--- src/hw/fe2_pkg.sv ---
package fe2_pkg;

  // base field is the mersenne prime 2^31 - 1
  localparam int FE_BITS  = 31;
  localparam logic [FE_BITS-1:0] FE_P = 31'h7fff_ffff;

  localparam int CTL_BITS = 8;  // user tag carried with every operation
  localparam int MUL_LAT  = 3;  // stages in fe_mul_mod

  typedef logic [FE_BITS-1:0] fe_t;

  // operand pair, {b, a} into the multiplier or {hi, lo} into add/sub
  typedef struct packed {
    fe_t hi;
    fe_t lo;
  } fe_pair_t;

  // forward half of an operand stream
  typedef struct packed {
    fe_pair_t            dat;
    logic [CTL_BITS-1:0] ctl;
    logic                val;
  } pair_stream_t;

  // forward half of a result stream
  // sop/eop only mean something on the fp2 output
  typedef struct packed {
    fe_t                 dat;
    logic [CTL_BITS-1:0] ctl;
    logic                sop;
    logic                eop;
    logic                val;
  } fe_stream_t;

endpackage

--- src/hw/fe2_mul_seq.sv ---
module fe2_mul_seq (
  input  logic                  i_clk,
  input  logic                  i_rst,
  // fp2 operands, two beats per operation
  input  fe2_pkg::pair_stream_t i_in,
  output logic                  o_in_rdy,
  // fp multiplier
  output fe2_pkg::pair_stream_t o_mul_op,
  input  logic                  i_mul_op_rdy,
  input  fe2_pkg::fe_stream_t   i_mul_res,
  output logic                  o_mul_res_rdy,
  // subtractor for c0
  output fe2_pkg::pair_stream_t o_sub_op,
  input  logic                  i_sub_op_rdy,
  input  fe2_pkg::fe_stream_t   i_sub_res,
  output logic                  o_sub_res_rdy,
  // adder for c1
  output fe2_pkg::pair_stream_t o_add_op,
  input  logic                  i_add_op_rdy,
  input  fe2_pkg::fe_stream_t   i_add_res,
  output logic                  o_add_res_rdy,
  // fp2 result, c0 then c1
  output fe2_pkg::fe_stream_t   o_out,
  input  logic                  i_out_rdy
);
  import fe2_pkg::*;

  fe_t        a_q;          // a0
  fe_t        b_q;          // b0, then b1
  logic [1:0] issue_cnt;
  logic [1:0] collect_cnt;
  logic       out_cnt;
  logic       mul_free;
  logic       sub_free;
  logic       add_free;
  logic       out_free;
  logic       mres_xfer;

  // a register can load when empty or when its beat leaves this cycle
  always_comb begin
    mul_free  = ~o_mul_op.val | i_mul_op_rdy;
    sub_free  = ~o_sub_op.val | i_sub_op_rdy;
    add_free  = ~o_add_op.val | i_add_op_rdy;
    out_free  = ~o_out.val | i_out_rdy;
  end

  assign o_in_rdy      = ~issue_cnt[1] & mul_free;  // input only in slots 0 and 1
  assign o_mul_res_rdy = collect_cnt[1] ? add_free : sub_free;
  assign o_sub_res_rdy = ~out_cnt & out_free;
  assign o_add_res_rdy = out_cnt & out_free;
  assign mres_xfer     = i_mul_res.val & o_mul_res_rdy;

  // issue order a0b0, a1b1, a1b0, a0b1
  always_ff @(posedge i_clk) begin
    if (i_rst) begin
      o_mul_op.val <= 1'b0;
      issue_cnt    <= 2'd0;
    end else if (mul_free) begin
      case (issue_cnt)
        2'd0: begin
          o_mul_op.val <= i_in.val;
          if (i_in.val) begin
            o_mul_op.dat <= i_in.dat;
            o_mul_op.ctl <= i_in.ctl;   // tag kept for all four products
            {b_q, a_q}   <= i_in.dat;
            issue_cnt    <= 2'd1;
          end
        end
        2'd1: begin
          o_mul_op.val <= i_in.val;
          if (i_in.val) begin
            o_mul_op.dat <= i_in.dat;   // beat 1 tag is dropped
            issue_cnt    <= 2'd2;
          end
        end
        2'd2: begin
          // lo still holds a1 from beat 1
          o_mul_op.val    <= 1'b1;
          o_mul_op.dat.hi <= b_q;
          b_q             <= o_mul_op.dat.hi;  // keep b1
          issue_cnt       <= 2'd3;
        end
        default: begin
          o_mul_op.val    <= 1'b1;
          o_mul_op.dat.hi <= a_q;
          o_mul_op.dat.lo <= b_q;
          issue_cnt       <= 2'd0;
        end
      endcase
    end
  end

  // products come back in issue order
  always_ff @(posedge i_clk) begin
    if (i_rst) begin
      o_sub_op.val <= 1'b0;
      o_add_op.val <= 1'b0;
      collect_cnt  <= 2'd0;
    end else begin
      if (o_sub_op.val && i_sub_op_rdy) begin
        o_sub_op.val <= 1'b0;
      end
      if (o_add_op.val && i_add_op_rdy) begin
        o_add_op.val <= 1'b0;
      end
      if (mres_xfer) begin
        collect_cnt <= collect_cnt + 2'd1;
        case (collect_cnt)
          2'd0: o_sub_op.dat.lo <= i_mul_res.dat;  // a0b0
          2'd1: begin
            o_sub_op.dat.hi <= i_mul_res.dat;      // a1b1
            o_sub_op.ctl    <= i_mul_res.ctl;
            o_sub_op.val    <= 1'b1;
          end
          2'd2: o_add_op.dat.lo <= i_mul_res.dat;  // a1b0
          default: begin
            o_add_op.dat.hi <= i_mul_res.dat;      // a0b1
            o_add_op.ctl    <= i_mul_res.ctl;
            o_add_op.val    <= 1'b1;
          end
        endcase
      end
    end
  end

  // c0 from the subtractor is the sop beat, c1 from the adder the eop beat
  always_ff @(posedge i_clk) begin
    if (i_rst) begin
      o_out.val <= 1'b0;
      out_cnt   <= 1'b0;
    end else if (out_free) begin
      if (!out_cnt) begin
        o_out.val <= i_sub_res.val;
        if (i_sub_res.val) begin
          o_out.dat <= i_sub_res.dat;
          o_out.ctl <= i_sub_res.ctl;
          o_out.sop <= 1'b1;
          o_out.eop <= 1'b0;
          out_cnt   <= 1'b1;
        end
      end else begin
        o_out.val <= i_add_res.val;
        if (i_add_res.val) begin
          o_out.dat <= i_add_res.dat;
          o_out.ctl <= i_add_res.ctl;
          o_out.sop <= 1'b0;
          o_out.eop <= 1'b1;
          out_cnt   <= 1'b0;
        end
      end
    end
  end

  a_sop_eop_excl: assert property (@(posedge i_clk) disable iff (i_rst)
    o_out.val |-> !(o_out.sop && o_out.eop));

endmodule

--- src/hw/fe2_mul_top.sv ---
module fe2_mul_top (
  input  logic                  i_clk,
  input  logic                  i_rst,
  input  fe2_pkg::pair_stream_t i_in,
  output logic                  o_in_rdy,
  output fe2_pkg::fe_stream_t   o_out,
  input  logic                  i_out_rdy
);
  import fe2_pkg::*;

  pair_stream_t mul_op;
  logic         mul_op_rdy;
  fe_stream_t   mul_res;
  logic         mul_res_rdy;

  pair_stream_t sub_op;
  logic         sub_op_rdy;
  fe_stream_t   sub_res;
  logic         sub_res_rdy;

  pair_stream_t add_op;
  logic         add_op_rdy;
  fe_stream_t   add_res;
  logic         add_res_rdy;

  fe2_mul_seq fe2_mul_seq_inst (
    .i_clk         (i_clk),
    .i_rst         (i_rst),
    .i_in          (i_in),
    .o_in_rdy      (o_in_rdy),
    .o_mul_op      (mul_op),
    .i_mul_op_rdy  (mul_op_rdy),
    .i_mul_res     (mul_res),
    .o_mul_res_rdy (mul_res_rdy),
    .o_sub_op      (sub_op),
    .i_sub_op_rdy  (sub_op_rdy),
    .i_sub_res     (sub_res),
    .o_sub_res_rdy (sub_res_rdy),
    .o_add_op      (add_op),
    .i_add_op_rdy  (add_op_rdy),
    .i_add_res     (add_res),
    .o_add_res_rdy (add_res_rdy),
    .o_out         (o_out),
    .i_out_rdy     (i_out_rdy)
  );

  fe_mul_mod fe_mul_mod_inst (
    .i_clk     (i_clk),
    .i_rst     (i_rst),
    .i_op      (mul_op),
    .o_op_rdy  (mul_op_rdy),
    .o_res     (mul_res),
    .i_res_rdy (mul_res_rdy)
  );

  // c0 = a0b0 - a1b1
  fe_add_sub_mod #(.SUBTRACT(1'b1)) fe_sub_mod_inst (
    .i_clk     (i_clk),
    .i_rst     (i_rst),
    .i_op      (sub_op),
    .o_op_rdy  (sub_op_rdy),
    .o_res     (sub_res),
    .i_res_rdy (sub_res_rdy)
  );

  // c1 = a1b0 + a0b1
  fe_add_sub_mod #(.SUBTRACT(1'b0)) fe_add_mod_inst (
    .i_clk     (i_clk),
    .i_rst     (i_rst),
    .i_op      (add_op),
    .o_op_rdy  (add_op_rdy),
    .o_res     (add_res),
    .i_res_rdy (add_res_rdy)
  );

endmodule

--- src/hw/fe_add_sub_mod.sv ---
module fe_add_sub_mod #(
  parameter bit SUBTRACT = 1'b0
) (
  input  logic                  i_clk,
  input  logic                  i_rst,
  input  fe2_pkg::pair_stream_t i_op,
  output logic                  o_op_rdy,
  output fe2_pkg::fe_stream_t   o_res,
  input  logic                  i_res_rdy
);
  import fe2_pkg::*;

  logic                take;
  logic [FE_BITS:0]    raw;   // carry or borrow in the top bit
  logic [FE_BITS:0]    adj;
  fe_t                 res;
  logic                val_q;
  fe_t                 dat_q;
  logic [CTL_BITS-1:0] ctl_q;

  assign o_op_rdy = ~val_q | i_res_rdy;
  assign take     = i_op.val & o_op_rdy;

  always_comb begin
    if (SUBTRACT) begin
      raw = {1'b0, i_op.dat.lo} - {1'b0, i_op.dat.hi};
      adj = raw + {1'b0, FE_P};
      res = raw[FE_BITS] ? adj[FE_BITS-1:0] : raw[FE_BITS-1:0];  // borrow wraps by p
    end else begin
      raw = {1'b0, i_op.dat.lo} + {1'b0, i_op.dat.hi};
      adj = raw - {1'b0, FE_P};
      res = (raw >= {1'b0, FE_P}) ? adj[FE_BITS-1:0] : raw[FE_BITS-1:0];
    end
  end

  always_ff @(posedge i_clk) begin
    if (i_rst) begin
      val_q <= 1'b0;
    end else if (o_op_rdy) begin
      val_q <= i_op.val;
    end
  end

  always_ff @(posedge i_clk) begin
    if (take) begin
      dat_q <= res;
      ctl_q <= i_op.ctl;
    end
  end

  always_comb begin
    o_res.dat = dat_q;
    o_res.ctl = ctl_q;
    o_res.sop = 1'b0;
    o_res.eop = 1'b0;
    o_res.val = val_q;
  end

  a_hold_on_stall: assert property (@(posedge i_clk) disable iff (i_rst)
    (o_res.val && !i_res_rdy) |=> $stable(o_res));

endmodule

--- src/hw/fe_mul_mod.sv ---
module fe_mul_mod (
  input  logic                  i_clk,
  input  logic                  i_rst,
  input  fe2_pkg::pair_stream_t i_op,
  output logic                  o_op_rdy,
  output fe2_pkg::fe_stream_t   o_res,
  input  logic                  i_res_rdy
);
  import fe2_pkg::*;

  logic                 en;
  logic [MUL_LAT-1:0]   vld_q;              // one valid bit per stage
  logic [CTL_BITS-1:0]  ctl_q [MUL_LAT];
  logic [2*FE_BITS-1:0] prod_q;             // stage 1, full product
  logic [FE_BITS:0]     fold1;
  logic [FE_BITS:0]     fold2;
  logic [FE_BITS:0]     fold_q;             // stage 2, at most 2^31
  logic [FE_BITS:0]     fold_sub;
  fe_t                  res_q;              // stage 3

  // whole pipe freezes while the output beat is held
  assign en       = ~vld_q[MUL_LAT-1] | i_res_rdy;
  assign o_op_rdy = en;

  // 2^31 == 1 mod p, so high half folds straight onto low half
  always_comb begin
    fold1    = {1'b0, prod_q[2*FE_BITS-1:FE_BITS]} + {1'b0, prod_q[FE_BITS-1:0]};
    fold2    = {1'b0, fold1[FE_BITS-1:0]} + {{FE_BITS{1'b0}}, fold1[FE_BITS]};
    fold_sub = fold_q - {1'b0, FE_P};
  end

  always_ff @(posedge i_clk) begin
    if (i_rst) begin
      vld_q <= '0;
    end else if (en) begin
      vld_q <= {vld_q[MUL_LAT-2:0], i_op.val};
    end
  end

  always_ff @(posedge i_clk) begin
    if (en) begin
      prod_q <= (2*FE_BITS)'(i_op.dat.hi) * (2*FE_BITS)'(i_op.dat.lo);
      fold_q <= fold2;
      // one conditional subtract is enough after the second fold
      if (fold_q >= {1'b0, FE_P}) begin
        res_q <= fold_sub[FE_BITS-1:0];
      end else begin
        res_q <= fold_q[FE_BITS-1:0];
      end
      ctl_q[0] <= i_op.ctl;
      for (int i = 1; i < MUL_LAT; i++) begin
        ctl_q[i] <= ctl_q[i-1];  // tag rides with the data
      end
    end
  end

  always_comb begin
    o_res.dat = res_q;
    o_res.ctl = ctl_q[MUL_LAT-1];
    o_res.sop = 1'b0;
    o_res.eop = 1'b0;
    o_res.val = vld_q[MUL_LAT-1];
  end

  // reduction must land fully inside the field
  a_res_in_range: assert property (@(posedge i_clk) disable iff (i_rst)
    o_res.val |-> (o_res.dat < FE_P));

endmodule

--- config.mk ---
export PLATFORM = sky130hd
export DESIGN_NAME = fe2_mul_top
export DESIGN_NICKNAME = d
export VERILOG_FILES = /design/src/hw/fe2_pkg.sv /design/src/hw/fe2_mul_seq.sv /design/src/hw/fe2_mul_top.sv /design/src/hw/fe_add_sub_mod.sv /design/src/hw/fe_mul_mod.sv
export SDC_FILE = /design/constraint.sdc
export NUM_CORES = 2
export LEC_CHECK = 0
export ABC_AREA = 1
export BUFFER_PORTS_ARGS = -buffer_cell sky130_fd_sc_hd__buf_4
export CAP_MARGIN = 0
export CORE_ASPECT_RATIO = 1.5
export CORE_MARGIN = 3
export CORE_UTILIZATION = 35
export DETAILED_ROUTE_END_ITERATION = 16
export PLACE_DENSITY = 0.61
export SYNTH_ARGS = -nofsm -noshare
export SYNTH_HDL_FRONTEND = slang
export SYNTH_HIERARCHICAL = 1
export SYNTH_SLANG_ARGS = --single-unit
--- constraint.sdc ---
create_clock -name i_clk -period 11.6 [get_ports i_clk]
set_clock_uncertainty 0.05 [all_clocks]
set_input_delay 2.32 -clock i_clk [delete_from_list [all_inputs] [get_ports i_clk]]
set_output_delay 2.32 -clock i_clk [all_outputs]
set_load 0.01 [all_outputs]
# Yosys cells after proc, flatten, opt, wreduce, memory -nomap -nowiden
# Memories as Yosys holds them, arrays and structs flattened.
# Cells that the tools add are included.
totals:
  regBits: 530
  n_memories: 1
  inputBits: 74
  word_cells: 122
  ramBits: 24
op_classes:
  reduce_logical: 18
  n_eq_ne: 7
  mul: 1
  addsub: 8
  bitwise: 25
  order_cmp: 2
  mux: 28
memory_table:
  columns: ["memory", "depth", "word_bits", "rd", "rd_ports_with_merged_regs", "write_ports", "line", "source"]
  rows:
  - ["fe_mul_mod_inst.ctl_q", 3, 8, 3, 0, 3, "fe_mul_mod.sv:13", "logic [CTL_BITS-1:0] ctl_q [MUL_LAT];"]
ops:
  columns: ["operator", "n"]
  rows:
  - ["one-hot mux 31 bit (3 select lines)", 2]
  - ["2-to-1 mux 31 bit", 4]
  - ["2-to-1 mux 41 bit", 2]
  - ["2-to-1 mux 70 bit", 1]
  - ["adder 31 x 31 -> 32 bit", 2]
  - [">= comparator 32 x 31 -> 1 bit, second input constant", 2]
  - ["multiplier 31 x 31 -> 62 bit", 1]
  - ["2-to-1 mux 62 bit", 1]
  - ["one-hot mux 31 bit (2 select lines)", 1]
  - ["subtractor 31 bit, second input constant", 2]
  - ["2-to-1 mux 42 bit", 1]
  - ["adder 31 x 1 -> 32 bit", 1]
  - ["subtractor 31 x 31 -> 32 bit", 1]
  - ["adder 31 bit, second input constant", 1]
  - ["AND reduction 4 bit", 4]
  - ["AND reduction 3 bit", 5]
  - ["2-to-1 mux 1 bit", 13]
  - ["NOT 1 bit", 12]
  - ["OR 1 bit", 7]
  - ["AND 1 bit", 6]
  - ["one-hot mux 2 bit (3 select lines)", 1]
  - ["AND reduction 5 bit", 1]
  - ["== test 2 x 1 -> 1 bit, second input constant", 2]
  - ["== test 2 bit, second input constant", 2]
  - ["9 further kinds", 14]

# Depth between registers and ports, before layout
depth:
  ltp_word: 9
  depth_mapped: 30

# Hierarchy
# Netlist, hierarchy kept.
by_module_without_submodules:
  columns: ["module", "instances", "area_each_um2", "seq_area_each_um2", "cells_each"]
  rows:
  - ["fe_mul_mod", 1, 41509.8, 4534.3, 5290]
  - ["fe2_mul_seq", 1, 11942.7, 9579.2, 772]
  - ["fe_add_sub_mod (fe_add_mod_inst)", 1, 5305.1, 1191.1, 903]
  - ["fe_add_sub_mod (fe_sub_mod_inst)", 1, 4782.1, 1191.1, 787]

# Least setup slack after synthesis
# Ideal clock, no wire load.
synth_timing:
  kind: "input-to-reg"
  start: "input port i_out_rdy"
  end: "register fe2_mul_seq_inst.a_q[0], enable pin"
  t_arrival_ns: 10.173
  required_time_ns: 11.017
  cell_stages: 11
  path_slack_ns: 0.845
  path_cell_list: "nor2_1 -> nor2_1 -> inv_1 -> nand2_1 -> inv_1 -> nand3_1 -> and2_1 -> nor2_1 -> inv_1 -> nor2_1 -> nor4_1"
synth_between:
  elab_chain_cells: 8
  elab_cells_between_ends: 11
synth_rtl:
  columns: ["element", "line", "source"]
  rows:
  - ["start: declaration", "fe2_mul_top.sv:7", "input logic i_out_rdy"]
  - ["OR 1 bit", "fe2_mul_seq.sv:44", "out_free = ~o_out.val | i_out_rdy;"]
  - ["AND 1 bit", "fe2_mul_seq.sv:49", "assign o_sub_res_rdy = ~out_cnt & out_free;"]
  - ["net sub_res_rdy", "fe2_mul_top.sv:19", "logic sub_res_rdy;"]
  - ["OR 1 bit", "fe_add_sub_mod.sv:21", "assign o_op_rdy = ~val_q | i_res_rdy;"]
  - ["net sub_op_rdy", "fe2_mul_top.sv:17", "logic sub_op_rdy;"]
  - ["OR 1 bit", "fe2_mul_seq.sv:42", "sub_free = ~o_sub_op.val | i_sub_op_rdy;"]
  - ["2-to-1 mux 1 bit", "fe2_mul_seq.sv:48", "assign o_mul_res_rdy = collect_cnt[1] ? add_free : sub_free;"]
  - ["net mul_res_rdy", "fe2_mul_top.sv:14", "logic mul_res_rdy;"]
  - ["OR 1 bit", "fe_mul_mod.sv:22", "assign en = ~vld_q[MUL_LAT-1] | i_res_rdy;"]
  - ["net mul_op_rdy", "fe2_mul_top.sv:12", "logic mul_op_rdy;"]
  - ["OR 1 bit", "fe2_mul_seq.sv:41", "mul_free = ~o_mul_op.val | i_mul_op_rdy;"]
  - ["AND reduction 4 bit (no line)", null, null]
  - ["end signal: assignment", "fe2_mul_seq.sv:65", "{b_q, a_q} <= i_in.dat;"]
  - ["end: declaration", "fe2_mul_seq.sv:28", "fe_t a_q;"]
# The timed path passes the listed nets, and every way through them passes these cells.
# A chain may end at the register's enable or synchronous reset.

# Worst setup path in the final report
layout_timing:
  start: "register fe2_mul_seq_inst/o_mul_op[60] in the netlist's numbering"
  end: "register fe_mul_mod_inst.prod_q[38] (data pin)"
layout_between:
  elab_chain_cells: 1
layout_rtl:
  columns: ["element", "line", "source"]
  rows:
  - ["start: declaration", "fe2_mul_seq.sv:8", "output fe2_pkg::pair_stream_t o_mul_op,"]
  - ["multiplier 31 x 31 -> 62 bit", "fe_mul_mod.sv:42", "prod_q <= (2*FE_BITS)'(i_op.dat.hi) * (2*FE_BITS)'(i_op.dat.lo);"]
  - ["end signal: assignment", "fe_mul_mod.sv:42", null]
  - ["end: declaration", "fe_mul_mod.sv:14", "logic [2*FE_BITS-1:0] prod_q;"]
# Every way passes these cells.

==> results.sh <==
export IMPL_fmax_mhz=115
export IMPL_synth_area_um2=63500
export IMPL_gp_congestion=0.942
export IMPL_rows=190
export IMPL_finalHoldWorstSlack_ns=0.364
export IMPL_dieArea_um2=187000
export IMPL_ant_nets=0
export IMPL_synth_nets=9020
export IMPL_crit_type="reg -> reg"
export IMPL_cts_hold_buf=0
export IMPL_cts_sinks=554
export IMPL_period_share_pct=75.0
export IMPL_fin_crit_ns=8.70
export IMPL_crit_path_start_kind="register"
export IMPL_final_common_cell="nand2_1"
export IMPL_whs_endpoint="fe_mul_mod_inst/ctl_q[0][1]$_DFFE_PP_"
export IMPL_dp_final_hpwl_um=161000
export IMPL_firstDrtPassIters=6
export IMPL_post_cts_buffers=0
export IMPL_grt_total_usage_pct=21.2
export IMPL_worstSetupEndpointType="register"
export IMPL_diodes=0
export IMPL_syn_inst=7743
export IMPL_wl_per_cell_um=19.5
export IMPL_r2r_setup_slack_ns=2.90
export IMPL_drtIter0Drc=2910
export IMPL_ios=117
export IMPL_grt_pass1_vias=53000
export IMPL_utilization_pct=38.4
export IMPL_routed_via_count=49500
export IMPL_port_buffers=116
export IMPL_r2r_start="fe2_mul_seq_inst/o_mul_op[60]$_DFFE_PP_"
export IMPL_grt_pass1_wl_um=303000
export IMPL_drc=0
export IMPL_place_area_um2=67000
export IMPL_final_cell_mix="nand2_1 (2296), inv_1 (1968), fa_1 (840), edfxtp_1 (540), nor2_1 (378)"
export IMPL_die_y_um=528
export IMPL_maxSlewHeadroom_pct=32.6
export IMPL_crit_arrival_ns=9.11
export IMPL_setup_tns_ns=0
export IMPL_cts_buffers_inserted=58
export IMPL_worst_pin_slew_ns=1.01
export IMPL_htreeDepth=2
export IMPL_critical_path_required_ns=12.01
export IMPL_maxSlewViolCount=0
export IMPL_crit_fanout=18
export IMPL_clock_latency_ns=0.69
export IMPL_synth_warning_count=6
export IMPL_fill_cells=18300
export IMPL_cts_resized=0
export IMPL_clkSlewWorstSetupHoldPaths_ns=0.07
export IMPL_clock_path_buffers=3
export IMPL_syn_to_final_growth_pct=8.66
export IMPL_clock_root_buffer="clkbuf_16"
export IMPL_start_util_pct=35.4
export IMPL_setup_viol_count_final=0
export IMPL_vias_per_cell=4.85
export IMPL_hold_depth=0
export IMPL_regArea_um2=16500
export IMPL_finalInstanceArea_um2=69000
export IMPL_core_um2=179000
export IMPL_grt_overflow=0
export IMPL_hold_violations=0
export IMPL_hold_class="reg -> reg"
export IMPL_grt_max_degree=74
export IMPL_ff2ff_path_depth=21
export IMPL_multi_input_area_um2=38500
export IMPL_hold_start="fe2_mul_seq_inst/o_mul_op[2]$_DFFE_PP_"
export IMPL_fp_dieW_um=354
export IMPL_rsz0062_at_grt="no"
export IMPL_worstReg2RegEnd="fe_mul_mod_inst/prod_q[38]$_DFFE_PP_"
export IMPL_drive_gt1_share_pct=6.10
export IMPL_final_nets=9041
export IMPL_wl_um=199000
export IMPL_status="completed"
export IMPL_cts_tree="built"
export IMPL_antenna_found_initial=2
export IMPL_drv_cap=0
export IMPL_avgSynthCellArea_um2=8.20
## layer usage
| layer | share of wire, % | routed length, um | GRT usage (%) | up-vias |
|---|---|---|---|---|
| li1 | - | - | - | 23100 |
| met1 | 33 | 64600 | 20.4 | 24200 |
| met2 | 55 | 109000 | 41.6 | 1539 |
| met3 | 3.9 | 7660 | 2.01 | 657 |
| met4 | 8.6 | 17100 | 15.3 | 0 |
| met5 | 0 | 0 | 0 | - |
## metrics by stage
step / setup WS [ns] / std cells
CTS: 2.88 / 10200
global placement: 2.94 / 10100
detailed placement: 2.94 / 10100
finish: 2.90 / 10200
floorplan: 0.845 / 7743
global route: 2.56 / 10200
## worst max-delay path by stage
stage                                                  startpoint                              endpoint  slack [ns]  cells past startpoint
after global routing      fe2_mul_seq_inst/o_mul_op[51]$_DFFE_PP_  fe_mul_mod_inst/prod_q[35]$_DFFE_PP_        2.56                     25
after CTS                 fe2_mul_seq_inst/o_mul_op[48]$_DFFE_PP_  fe_mul_mod_inst/prod_q[35]$_DFFE_PP_        2.88                     23
after detailed placement  fe2_mul_seq_inst/o_mul_op[48]$_DFFE_PP_  fe_mul_mod_inst/prod_q[35]$_DFFE_PP_        2.94                     23
final                     fe2_mul_seq_inst/o_mul_op[60]$_DFFE_PP_  fe_mul_mod_inst/prod_q[38]$_DFFE_PP_        2.90                     21
after global placement    fe2_mul_seq_inst/o_mul_op[60]$_DFFE_PP_  fe_mul_mod_inst/prod_q[38]$_DFFE_PP_        2.94                     21
after floorplan                                         i_out_rdy     fe2_mul_seq_inst/a_q[0]$_DFFE_PP_        0.84                     11
## final cells by class
type | count | share of cell area (%)
multi-input cells | 4962 | 55.9
flip-flops and latches | 554 | 23.9
inverters | 1987 | 10.8
well taps | 2400 | 4.35
clock buffers | 68 | 2.20
repair buffers | 201 | 2.19
clock inverters | 36 | 0.660
## worst max-delay path, cell delays in order, from the launching register on
cell	delay, ns
edfxtp_1	0.82
buf_4	0.45
nand2_1	0.12
fa_1	0.49
fa_1	0.77
fa_1	0.49
fa_1	0.51
inv_1	0.06
fa_1	0.58
fa_1	0.43
fa_1	0.51
fa_1	0.41
ha_1	0.48
nand2_1	0.13
nor2_1	0.15
inv_1	0.13
nor2_1	0.40
inv_1	0.12
nor3_1	0.45
a21oi_1	0.23
o21ai_0	0.38
xor2_1	0.31
## state kept, by name, summed over array words and instances, names as in the netlist, 32 cells and up
register	cells
fe2_mul_seq_inst/o_out	42
fe2_mul_seq_inst/o_mul_op	71
fe2_mul_seq_inst/o_add_op	71
fe_mul_mod_inst/prod_q	62
fe_mul_mod_inst/fold_q	32
fe2_mul_seq_inst/o_sub_op	71
Power is not shown: default switching activity piles up to over one toggle a cycle in this logic, so the estimate is an artifact.
